`config.mk`:
```
export PLATFORM = sky130hd
export DESIGN_NAME = segmentDisplay
export DESIGN_NICKNAME = d
export VERILOG_FILES = /design/src/source/aesPkg.sv /design/src/source/segmentDisplay.sv
export VERILOG_INCLUDE_DIRS = /design/src /design/src/source
export SDC_FILE = /design/constraint.sdc
export NUM_CORES = 1
export LEC_CHECK = 0
export ABC_AREA = 0
export BUFFER_PORTS_ARGS = -buffer_cell sky130_fd_sc_hd__buf_2
export CAP_MARGIN = 20
export CELL_PAD_IN_SITES_DETAIL_PLACEMENT = 1
export CELL_PAD_IN_SITES_GLOBAL_PLACEMENT = 2
export CORE_ASPECT_RATIO = 0.9
export CORE_UTILIZATION = 34
export DETAILED_ROUTE_END_ITERATION = 10
export PLACE_DENSITY = 0.91
export SLEW_MARGIN = 10
export SYNTH_ARGS = -nofsm -noshare
export SYNTH_HDL_FRONTEND = slang
export SYNTH_SLANG_ARGS = --single-unit
export TNS_END_PERCENT = 100
```
`constraint.sdc`:
```
create_clock -name vclk -period 8.7
set_input_delay 1.74 -clock vclk [all_inputs]
set_output_delay 1.74 -clock vclk [all_outputs]
set_load 0.01 [all_outputs]
```
`src/source/aes_defines.svh`:
```
`ifndef AES_DEFINES_SVH
`define AES_DEFINES_SVH

// AES-128 round count
`define AES_ROUNDS 10

`define AES_BLOCK_BITS 128
`define AES_BYTE_BITS 8

// Segments per display digit
`define SEG_WIDTH 7

// Low byte of the field polynomial x^8 + x^4 + x^3 + x + 1
`define AES_GF_POLY 8'h1b

`endif

```
`src/source/aesPkg.sv`:
```
`include "aes_defines.svh"

package aesPkg;

  // Byte 0 is the most significant byte; byte 4c+r is row r of column c
  typedef logic [`AES_BLOCK_BITS-1:0] aesBlock;

  typedef logic [`AES_BYTE_BITS-1:0] aesByte;

  // Round key 1 sits in the most significant slice
  typedef logic [`AES_ROUNDS*`AES_BLOCK_BITS-1:0] roundKeySet;

  typedef logic [$clog2(`AES_ROUNDS+1)-1:0] roundIndex;

  typedef logic [3:0] decimalDigit;

  // Active low
  typedef logic [`SEG_WIDTH-1:0] segPattern;

  typedef struct packed {
    segPattern hundreds;
    segPattern tens;
    segPattern ones;
  } segDisplay;

  typedef enum logic [1:0] {
    phaseLoad,
    phaseRounds,
    phaseDone
  } cipherPhase;

endpackage

```
`src/source/segmentDisplay.sv`:
```
`include "aes_defines.svh"

module segmentDisplay (
  input  aesPkg::aesByte value,
  output aesPkg::segDisplay display
);

  aesPkg::decimalDigit hundreds;
  aesPkg::decimalDigit tens;
  aesPkg::decimalDigit ones;

  function automatic aesPkg::segPattern toSegments(input aesPkg::decimalDigit digit);
    case (digit)
      4'd0: return 7'b1000000;
      4'd1: return 7'b1111001;
      4'd2: return 7'b0100100;
      4'd3: return 7'b0110000;
      4'd4: return 7'b0011001;
      4'd5: return 7'b0010010;
      4'd6: return 7'b0000010;
      4'd7: return 7'b1111000;
      4'd8: return 7'b0000000;
      4'd9: return 7'b0010000;
      // Blank
      default: return 7'b1111111;
    endcase
  endfunction

  // Shift-add-3 adds three to digits above four after each of the first seven shifts
  always_comb begin
    logic [11:0] bcd;
    bcd = '0;
    for (int i = 0; i < `AES_BYTE_BITS; i++) begin
      bcd = {bcd[10:0], value[`AES_BYTE_BITS - 1 - i]};
      if (i < `AES_BYTE_BITS - 1) begin
        for (int d = 0; d < 3; d++) begin
          if (bcd[4*d +: 4] > 4'd4) begin
            bcd[4*d +: 4] = bcd[4*d +: 4] + 4'd3;
          end
        end
      end
    end
    hundreds = bcd[11:8];
    tens = bcd[7:4];
    ones = bcd[3:0];
  end

  assign display = '{
    hundreds: toSegments(hundreds),
    tens:     toSegments(tens),
    ones:     toSegments(ones)
  };

  always_comb begin
    assert (hundreds <= 4'd2 && tens <= 4'd9 && ones <= 4'd9)
      else $error("BCD digit out of range for value %0d", value);
  end

endmodule

```
## After elaboration in Yosys (flattened, before gate mapping)

Memories as Yosys holds them, arrays and structs flattened.
Cells that the tools add are included.

| word-level totals | value |
|---|---|
| bits in read-only memories | 336 |
| flip-flop bits (word level) | 0 |
| memories kept | 3 |
| logic and storage cells | 24 |

| cells by class | value |
|---|---|
| mux-type cells | 7 |
| add/subtract/negate cells | 7 |
| $lt $le $gt $ge | 7 |

Memories:

| memory | words | bits a word | rd ports | clocked after Yosys merged registers in | write ports | RTL line | text |
|---|---|---|---|---|---|---|---|
| (name not given) | 16 | 7 | 1 | 0 | 0 | segmentDisplay.sv:13 | `case (digit)` |
| (name not given) | 16 | 7 | 1 | 0 | 0 | segmentDisplay.sv:13 |  |
| (name not given) | 16 | 7 | 1 | 0 | 0 | segmentDisplay.sv:13 |  |

Operators with widths:

| operator | number |
|---|---|
| 2-to-1 mux 4 bit | 7 |
| adder 4 x 2 -> 4 bit, second input constant | 5 |
| > comparator 4 x 3 -> 1 bit, second input constant | 5 |
| adder 3 x 2 -> 4 bit, second input constant | 2 |
| > comparator 3 bit, second input constant | 2 |

## Logic depth before layout (Yosys ltp)

Gate-level depths: netlist of the first run.
An unclocked memory read counts as a cell.

| logic depth | value |
|---|---|
| word-level depth | 11 |
| gate-level depth with buffers | 26 |
| mapped depth without buffers | 24 |

## Worst setup path before layout of the first run

OpenSTA, ideal clock, no wires.

| timing path | value |
|---|---|
| path type | in2out |
| start point | in value[5] |
| end point | out display[11] (netlist name) |
| arrival | 5.616 ns |
| setup slack | 1.344 ns |
| buffers on the path | 2 |
| data required time | 6.960 ns |
| stages on the path | 26 |
| cells stage by stage | inv_1 > ha_1 > inv_1 > ha_1 > xor2_2 > mux2i_1 > or2_4 > buf_6 > nor2_4 > xnor2_1 > nand2b_1 > ha_1 > nand4b_1 > a21o_2 > nand2_2 > buf_4 > a21oi_1 > o22ai_1 > inv_1 > ha_1 > inv_1 > nor2_1 > o21ai_0 > o211ai_1 > o2111ai_1 > and4_1 |

RTL lines:

| item | RTL line | text |
|---|---|---|
| start, declared | segmentDisplay.sv:4 | `input aesPkg::aesByte value,` |
| end, declared | segmentDisplay.sv:5 | `output aesPkg::segDisplay display` |

==> results of run 1 <==
[cells by family after synthesis]
family | Yosys count | share of synthesized area [%]
AOI/OAI and AO/OA | 90 | 40.3
xor gates and xnor gates | 10 | 7.44
adders and majority gates | 15 | 11.3
buffers and inverters | 36 | 11.0
muxes | 3 | 2.18
other | 1 | 0.225
and+or+nand+nor | 78 | 27.6
[layout make-up]
cell class / count / area [µm²] / share of cell area, %
inverters: 16 / 60.1 / 3.39
multi-input cells: 197 / 1480 / 83.5
repair buffers: 30 / 155 / 8.74
well taps: 62 / 77.6 / 4.37
[per-stage QoR]
stage | total power (W) | setup slack [ps] | hold slack [ps] | cells
2_1_floorplan | 0.000198 | 1340 | 3610 | 233
3_3_place_gp | 0.000248 | 717 | 3860 | 305
3_5_place_dp | 0.000252 | 530 | 3860 | 305
4_1_cts | 0.000253 | 500 | 3860 | 305
5_1_grt | 0.000280 | 53.2 | 3890 | 305
6_report | 0.000252 | 537 | 3860 | 305
[layer usage]
| metal | up-vias | part of all wire, % |
|---|---|---|
| li1 | 904 | - |
| met1 | 847 | 52 |
| met2 | 15 | 47 |
| met3 | 0 | 1.5 |
| met4 | 0 | 0 |
| met5 | - | 0 |
[worst paths after layout]
kind	slack, ps	cells past startpoint	from	to
worst min-delay path	3860	4	value[0]	display[5]
worst max-delay path	540	26	value[5]	display[11]
[worst max-delay path, delay by kind of cell]
kind                       cells  cell delay [ps]
AOI/OAI and AO/OA              6             1020
xor gates and xnor gates       2              480
adders and majority gates      4             1010
buffers and inverters          6              610
muxes                          1              350
and+or+nand+nor                7             1220
[layout by cell type (no fill, tap or decap), drive strengths merged, types with 5 or more instances in the layout]
master  synthesis  final
buf            15     30
a21oi          23     23
nand2          19     19
ha             15     15
inv            14     14
o21ai          14     14
nand3          10     10
nor3            9      9
nor2            8      8
xnor2           8      8
o211ai          7      7
nand4           5      5
o221ai          5      5
[power by group]
part,switching (W),internal (W)
combinational,0.000150,0.000101
sequential,0,0
clock,0,0
==> impl_metrics.csv, run 1 <==
group,metric,value,unit
synthesis,synth_top_cell_area_share,11.3,%
synthesis,ys_types,77,
detailed_routing,vias_per_cell,5.79,
cts,postCtsHoldBufs,0,
die,coreArea,4580,µm²
cts,post_cts_resized,0,
die,fp.dieH,68.4,µm
detailed_routing,wl_per_cell,14.5,µm
synthesis,yosysSeqAreaShare,0,%
finish,seq_cell_count,0,
detailed_routing,num_vias,1766,
critical_path,cp.required,6960,ps
synthesis,synth_top_cells_by_area,"ha_1 11%, a21oi_1 6.9%, nand2_1 3.8%",
grt,global_route.usage.met1,26.7,%
die,ios,29,
critical_path,path_class,"primary input to output port",
synthesis,syn_nets,256,
grt,grt_max_degree,18,
min_path,holdCritPathClass,"primary input to output port",
grt,grt_use_total,17.1,%
critical_path,startpoint_type,"primary input",
finish,n_clock_buffer,0,
placed_design,io_buffers,28,
finish,num_antenna_cells,0,
detailed_routing,drt-total-wl,4440,µm
detailed_routing,drtIter0Drc,111,
synthesis,synth_cells,233,
placed_design,placed_area,1770,µm²
die,die_area,5180,µm²
critical_path,cp_slowest_stage_delay,350,ps
critical_path,critPathMaxFanout,16,
synthesis,yosysMostFrequentCell,"a21oi_1",
cts,cts_setup_buffers,0,
critical_path,cp_slowest_cell,"mux2i_1",
sta,worst_pin_slew,804,ps
finish,register_area,0,µm²
die,rows,23,
grt,top_usage_layer,"met2",
finish,fin_area,1770,µm²
grt,grt_use_met2,27.5,%
synthesis,syn_area,1670,µm²
sta,period_share,93.8,%
run_status,outcome,"completed",
run,cap_violations,0,
sta,slew_headroom,46.4,%
critical_path,end_kind,"output port",
synthesis,synth_top_cell_by_area,"ha_1",
die,die_x,75.8,µm
grt,grtUsageMet3,0,%
finish,fin_nets,268,
sta,hold_viol,0,
sta,fin_tns_setup,0,ps
sta,setup_viol,0,
die,initial_core_util,36.4,%
finish,fin_util,38.8,%
power,ir_drop,76.3,µV
synthesis,syn_area_per_cell,7.15,µm²
finish,fill_cells,596,
detailed_routing,ant_nets,0,
placed_design,place_hpwl,3370,µm
synthesis,yosys_warnings,0,
finish,area_growth,6.54,%
sta,rsz0062_at_grt,"no",
power,p_leak,0.717,nW
grt,overflow,0,
detailed_routing,dr.pass1.iters,4,
power,power_density,142,nW/µm²
grt,grt_antenna_before_repair,0,
grt,grt_pass1_vias,1517,
sta,fin_crit,8160,ps
critical_path,arrival,6420,ps
finish,layout-drive-gt1-share,22.6,%
detailed_routing,drc,0,
sta,slew_viol_final,0,
sta,fmax,123,MHz
grt,grt_pass1_wl,7250,µm
placed_design,gp_congestion,0.768,
synthesis,yosys-top-cells-count,"23 x a21oi_1, 17 x nand2_1, 15 x ha_1",
(Power assumes the default switching activity.)
==> inputs of run 2 (changes only) <==
Settings changed: MAX_ROUTING_LAYER from default to met4.
==> impl_metrics.csv, run 2 (synthesis results as in run 1) <==
group,metric,value,unit
power,power_density,142,nW/µm²
die,initial_core_util,36.4,%
finish,seq_cell_count,0,
sta,slew_headroom,47.4,%
sta,slew_viol_final,0,
run,cap_violations,0,
critical_path,end_kind,"output port",
placed_design,placed_area,1770,µm²
die,ios,29,
grt,grt_max_degree,18,
grt,grt_pass1_vias,1519,
sta,worst_pin_slew,789,ps
detailed_routing,dr.pass1.iters,4,
die,fp.dieH,68.4,µm
detailed_routing,wl_per_cell,14.5,µm
die,coreArea,4580,µm²
placed_design,gp_congestion,0.778,
die,die_area,5180,µm²
detailed_routing,drtIter0Drc,101,
sta,fmax,122,MHz
grt,grt_pass1_wl,7270,µm
detailed_routing,drc,0,
finish,register_area,0,µm²
finish,n_clock_buffer,0,
power,ir_drop,76.6,µV
finish,layout-drive-gt1-share,22.6,%
min_path,holdCritPathClass,"primary input to output port",
placed_design,io_buffers,28,
finish,fin_nets,268,
power,p_leak,0.717,nW
grt,overflow,0,
cts,post_cts_resized,0,
detailed_routing,ant_nets,0,
sta,hold_viol,0,
sta,fin_crit,8160,ps
critical_path,startpoint_type,"primary input",
sta,rsz0062_at_grt,"no",
sta,period_share,93.8,%
critical_path,cp.required,6960,ps
sta,setup_viol,0,
critical_path,critPathMaxFanout,16,
sta,fin_tns_setup,0,ps
cts,cts_setup_buffers,0,
detailed_routing,num_vias,1784,
finish,area_growth,6.54,%
critical_path,arrival,6420,ps
finish,mostFrequentLayoutCells,"28 x buf_2, 23 x a21oi_1, 17 x nand2_1",
finish,fin_area,1770,µm²
die,rows,23,
cts,postCtsHoldBufs,0,
run_status,outcome,"completed",
critical_path,path_class,"primary input to output port",
finish,mostFrequentLayoutCell,"buf_2",
grt,grt_antenna_before_repair,0,
die,die_x,75.8,µm
detailed_routing,drt-total-wl,4440,µm
detailed_routing,vias_per_cell,5.85,
finish,num_antenna_cells,0,
placed_design,place_hpwl,3370,µm
grt,grt_use_total,17.6,%
sta,whs,3860,ps
[run 2: cell counts in the layout (fill, tap and decap cells not counted)]
Identical to the previous run, type by type.
[run 2: power breakdown]
group	switching [W]	internal, W	leakage (nW)
sequential	0	0	0
clock	0	0	0
combinational	0.000151	0.000101	0.717
total	0.000151	0.000101	0.717
[run 2: cell type report]
cell class,count,area (µm²)
fill,596,2800
inverter,16,60.1
multi-input combinational,197,1480
tap,62,77.6
timing repair buffer,30,155
[run 2: metrics by stage]
stage	utilization (%)	std cells	worst slack, ps	total power [W]
after CTS	38.8	305	500	0.000253
after global placement	38.8	305	717	0.000248
after detailed placement	38.8	305	530	0.000252
after floorplan	-	233	1340	0.000198
after global routing	38.8	305	51.6	0.000280
final	38.8	305	536	0.000252
[run 2: path summary, 6_finish.rpt]
check	slack, ps	from	to	cells past startpoint
worst max-delay path	540	value[5]	display[11]	26
worst min-delay path	3860	value[0]	display[5]	4
[run 2: routing by layer]
layer | up-vias | part of all wire, % | GRT usage, %
met5 | - | 0 | -
met4 | 0 | 0 | 0
met3 | 0 | 1.6 | 0
met2 | 21 | 47 | 27.5
met1 | 859 | 52 | 26.8
li1 | 904 | - | -
[run 2: critical path, stage by stage]
cell and delay (ps):
buf_2 120, inv_1 60, ha_1 230, inv_1 60
ha_1 300, xor2_2 330, mux2i_1 350, or2_4 310
nor2_4 70, xnor2_1 150, nand2b_1 160, ha_1 250
nand4b_1 170, a21o_2 290, nand2_2 250, a21oi_1 110
o22ai_1 280, inv_1 130, ha_1 220, inv_1 110
nor2_1 60, o21ai_0 90, o211ai_1 120, o2111ai_1 120
and4_1 200, buf_2 120
==> inputs of run 3 (changes only) <==
Settings changed: CELL_PAD_IN_SITES_DETAIL_PLACEMENT 1 to 2.
==> impl_metrics.csv, run 3 (synthesis results as in run 1) <==
group,metric,value,unit
die,initial_core_util,36.4,%
finish,mostFrequentLayoutCells,"28 x buf_2, 23 x a21oi_1, 17 x nand2_1",
placed_design,gp_congestion,0.778,
grt,grt_pass1_vias,1866,
detailed_routing,wirelength_met1,2540,µm
die,coreArea,4580,µm²
finish,area_growth,8.04,%
power,power_density,147,nW/µm²
critical_path,path_buf_inv,6,
run,cap_violations,0,
sta,fin_tns_setup,0,ps
finish,num_antenna_cells,0,
finish,mostFrequentLayoutCell,"buf_2",
detailed_routing,num_vias,1890,
power,switching_power,0.000162,W
critical_path,cp_top_family,"simple AND/OR/NAND/NOR gates",
sta,worst_pin_slew,772,ps
sta,setup_viol,0,
grt,overflow,0,
sta,rsz0062_at_grt,"no",
finish,register_area,0,µm²
finish,fill_cells,555,
detailed_routing,drc,0,
detailed_routing,highest_layer,"met4",
critical_path,startpoint_type,"primary input",
critical_path,path_class,"primary input to output port",
grt,grt_max_degree,18,
sta,period_share,94.5,%
power,pwr-share-clk,0,%
die,ios,29,
critical_path,crit_top_cell,"inv_1",
critical_path,cp.required,6960,ps
critical_path,worst-path-stages,26,
power,power_frac_seq,0,%
critical_path,cp_slowest_cell,"mux2i_2",
sta,slew_headroom,48.5,%
power,pwr-share-comb,100.0,%
cts,cts_setup_buffers,0,
detailed_routing,dr_wl_met2,2950,µm
detailed_routing,wl_met3,79,µm
die,rows,23,
sta,fin_crit,8220,ps
power,internal_power,0.000103,W
critical_path,cp_slowest_stage_delay,310,ps
die,die_x,75.8,µm
run_status,outcome,"completed",
detailed_routing,ant_nets,0,
grt,grt_use_total,22.8,%
finish,n_clock_buffer,0,
critical_path,end_kind,"output port",
detailed_routing,drtIter0Drc,135,
power,p_leak,0.718,nW
detailed_routing,wl_per_cell,18.5,µm
detailed_routing,drt-total-wl,5630,µm
die,die_area,5180,µm²
finish,fin_nets,268,
placed_design,dp_cells,305,
power,total_power,0.000264,W
grt,grt_pass1_wl,9050,µm
critical_path,arrival,6480,ps
critical_path,critPathMaxFanout,16,
detailed_routing,vias_per_cell,6.20,
detailed_routing,dr.pass1.iters,4,
grt,grt_antenna_before_repair,0,
critical_path,critPathLaunch,"value[5]",
min_path,holdCritPathClass,"primary input to output port",
placed_design,io_buffers,28,
sta,slew_viol_final,0,
finish,multi_input_area,1510,µm²
die,fp.dieH,68.4,µm
sta,hold_viol,0,
sta,fmax,122,MHz
power,ir_drop,58.4,µV
finish,layout-drive-gt1-share,23.9,%
critical_path,critical_path.endpoint,"display[11]",
finish,seq_cell_count,0,
placed_design,place_hpwl,4380,µm
power,swShare,61.2,%
finish,fin_cells,305,
run 3: cell counts in the layout (fill, tap and decap cells not counted):
No cell type changed its count.
run 3: per-layer routing:
| layer | track usage (%) | up-vias |
|---|---|---|
| li1 | - | 905 |
| met1 | 28.5 | 954 |
| met2 | 41.9 | 25 |
| met3 | 0.442 | 6 |
| met4 | 2.78 | 0 |
| met5 | - | - |
run 3: final cells by class:
type | instances | area share, %
inverter | 16 | 3.34
tap | 62 | 4.31
timing repair buffer | 30 | 8.62
multi-input combinational | 197 | 83.7
run 3: worst min path at each step:
stage          slack [ps]     start  depth (start not counted)    endpoint
3_3_place_gp         3860  value[0]                          4  display[5]
4_1_cts              3870  value[0]                          4  display[5]
2_1_floorplan        3610  value[0]                          2  display[5]
5_1_grt              3900  value[0]                          4  display[5]
3_5_place_dp         3870  value[0]                          4  display[5]
6_report             3860  value[0]                          4  display[5]
run 3: power by group through the flow:
stage	registers, W	logic, W	clock network, W
floorplan	0	0.000198	0
finish	0	0.000264	0
detailed placement	0	0.000263	0
global placement	0	0.000248	0
CTS	0	0.000265	0
global route	0	0.000292	0
run 3: repair_timing:
item | 4_1_cts | 5_1_grt
endpoints found under the setup margin | 0 | 1
resized for setup | 0 | 4
hold buffers | 0 | 0
run 3: stage by stage:
stage / hold slack [ps] / instance area (µm²) / utilization [%] / setup slack [ps]
floorplan: 3610 / 1670 / - / 1340
global placement: 3860 / 1770 / 38.8 / 717
detailed placement: 3870 / 1770 / 38.8 / 384
CTS: 3870 / 1770 / 38.8 / 351
global route: 3900 / 1800 / 39.3 / 8.30
finish: 3860 / 1800 / 39.3 / 476
run 3: tightest hold or removal path: stages:
cell and delay, ps:
buf_2 130, nand2_1 60, a22oi_1 50, buf_2 140
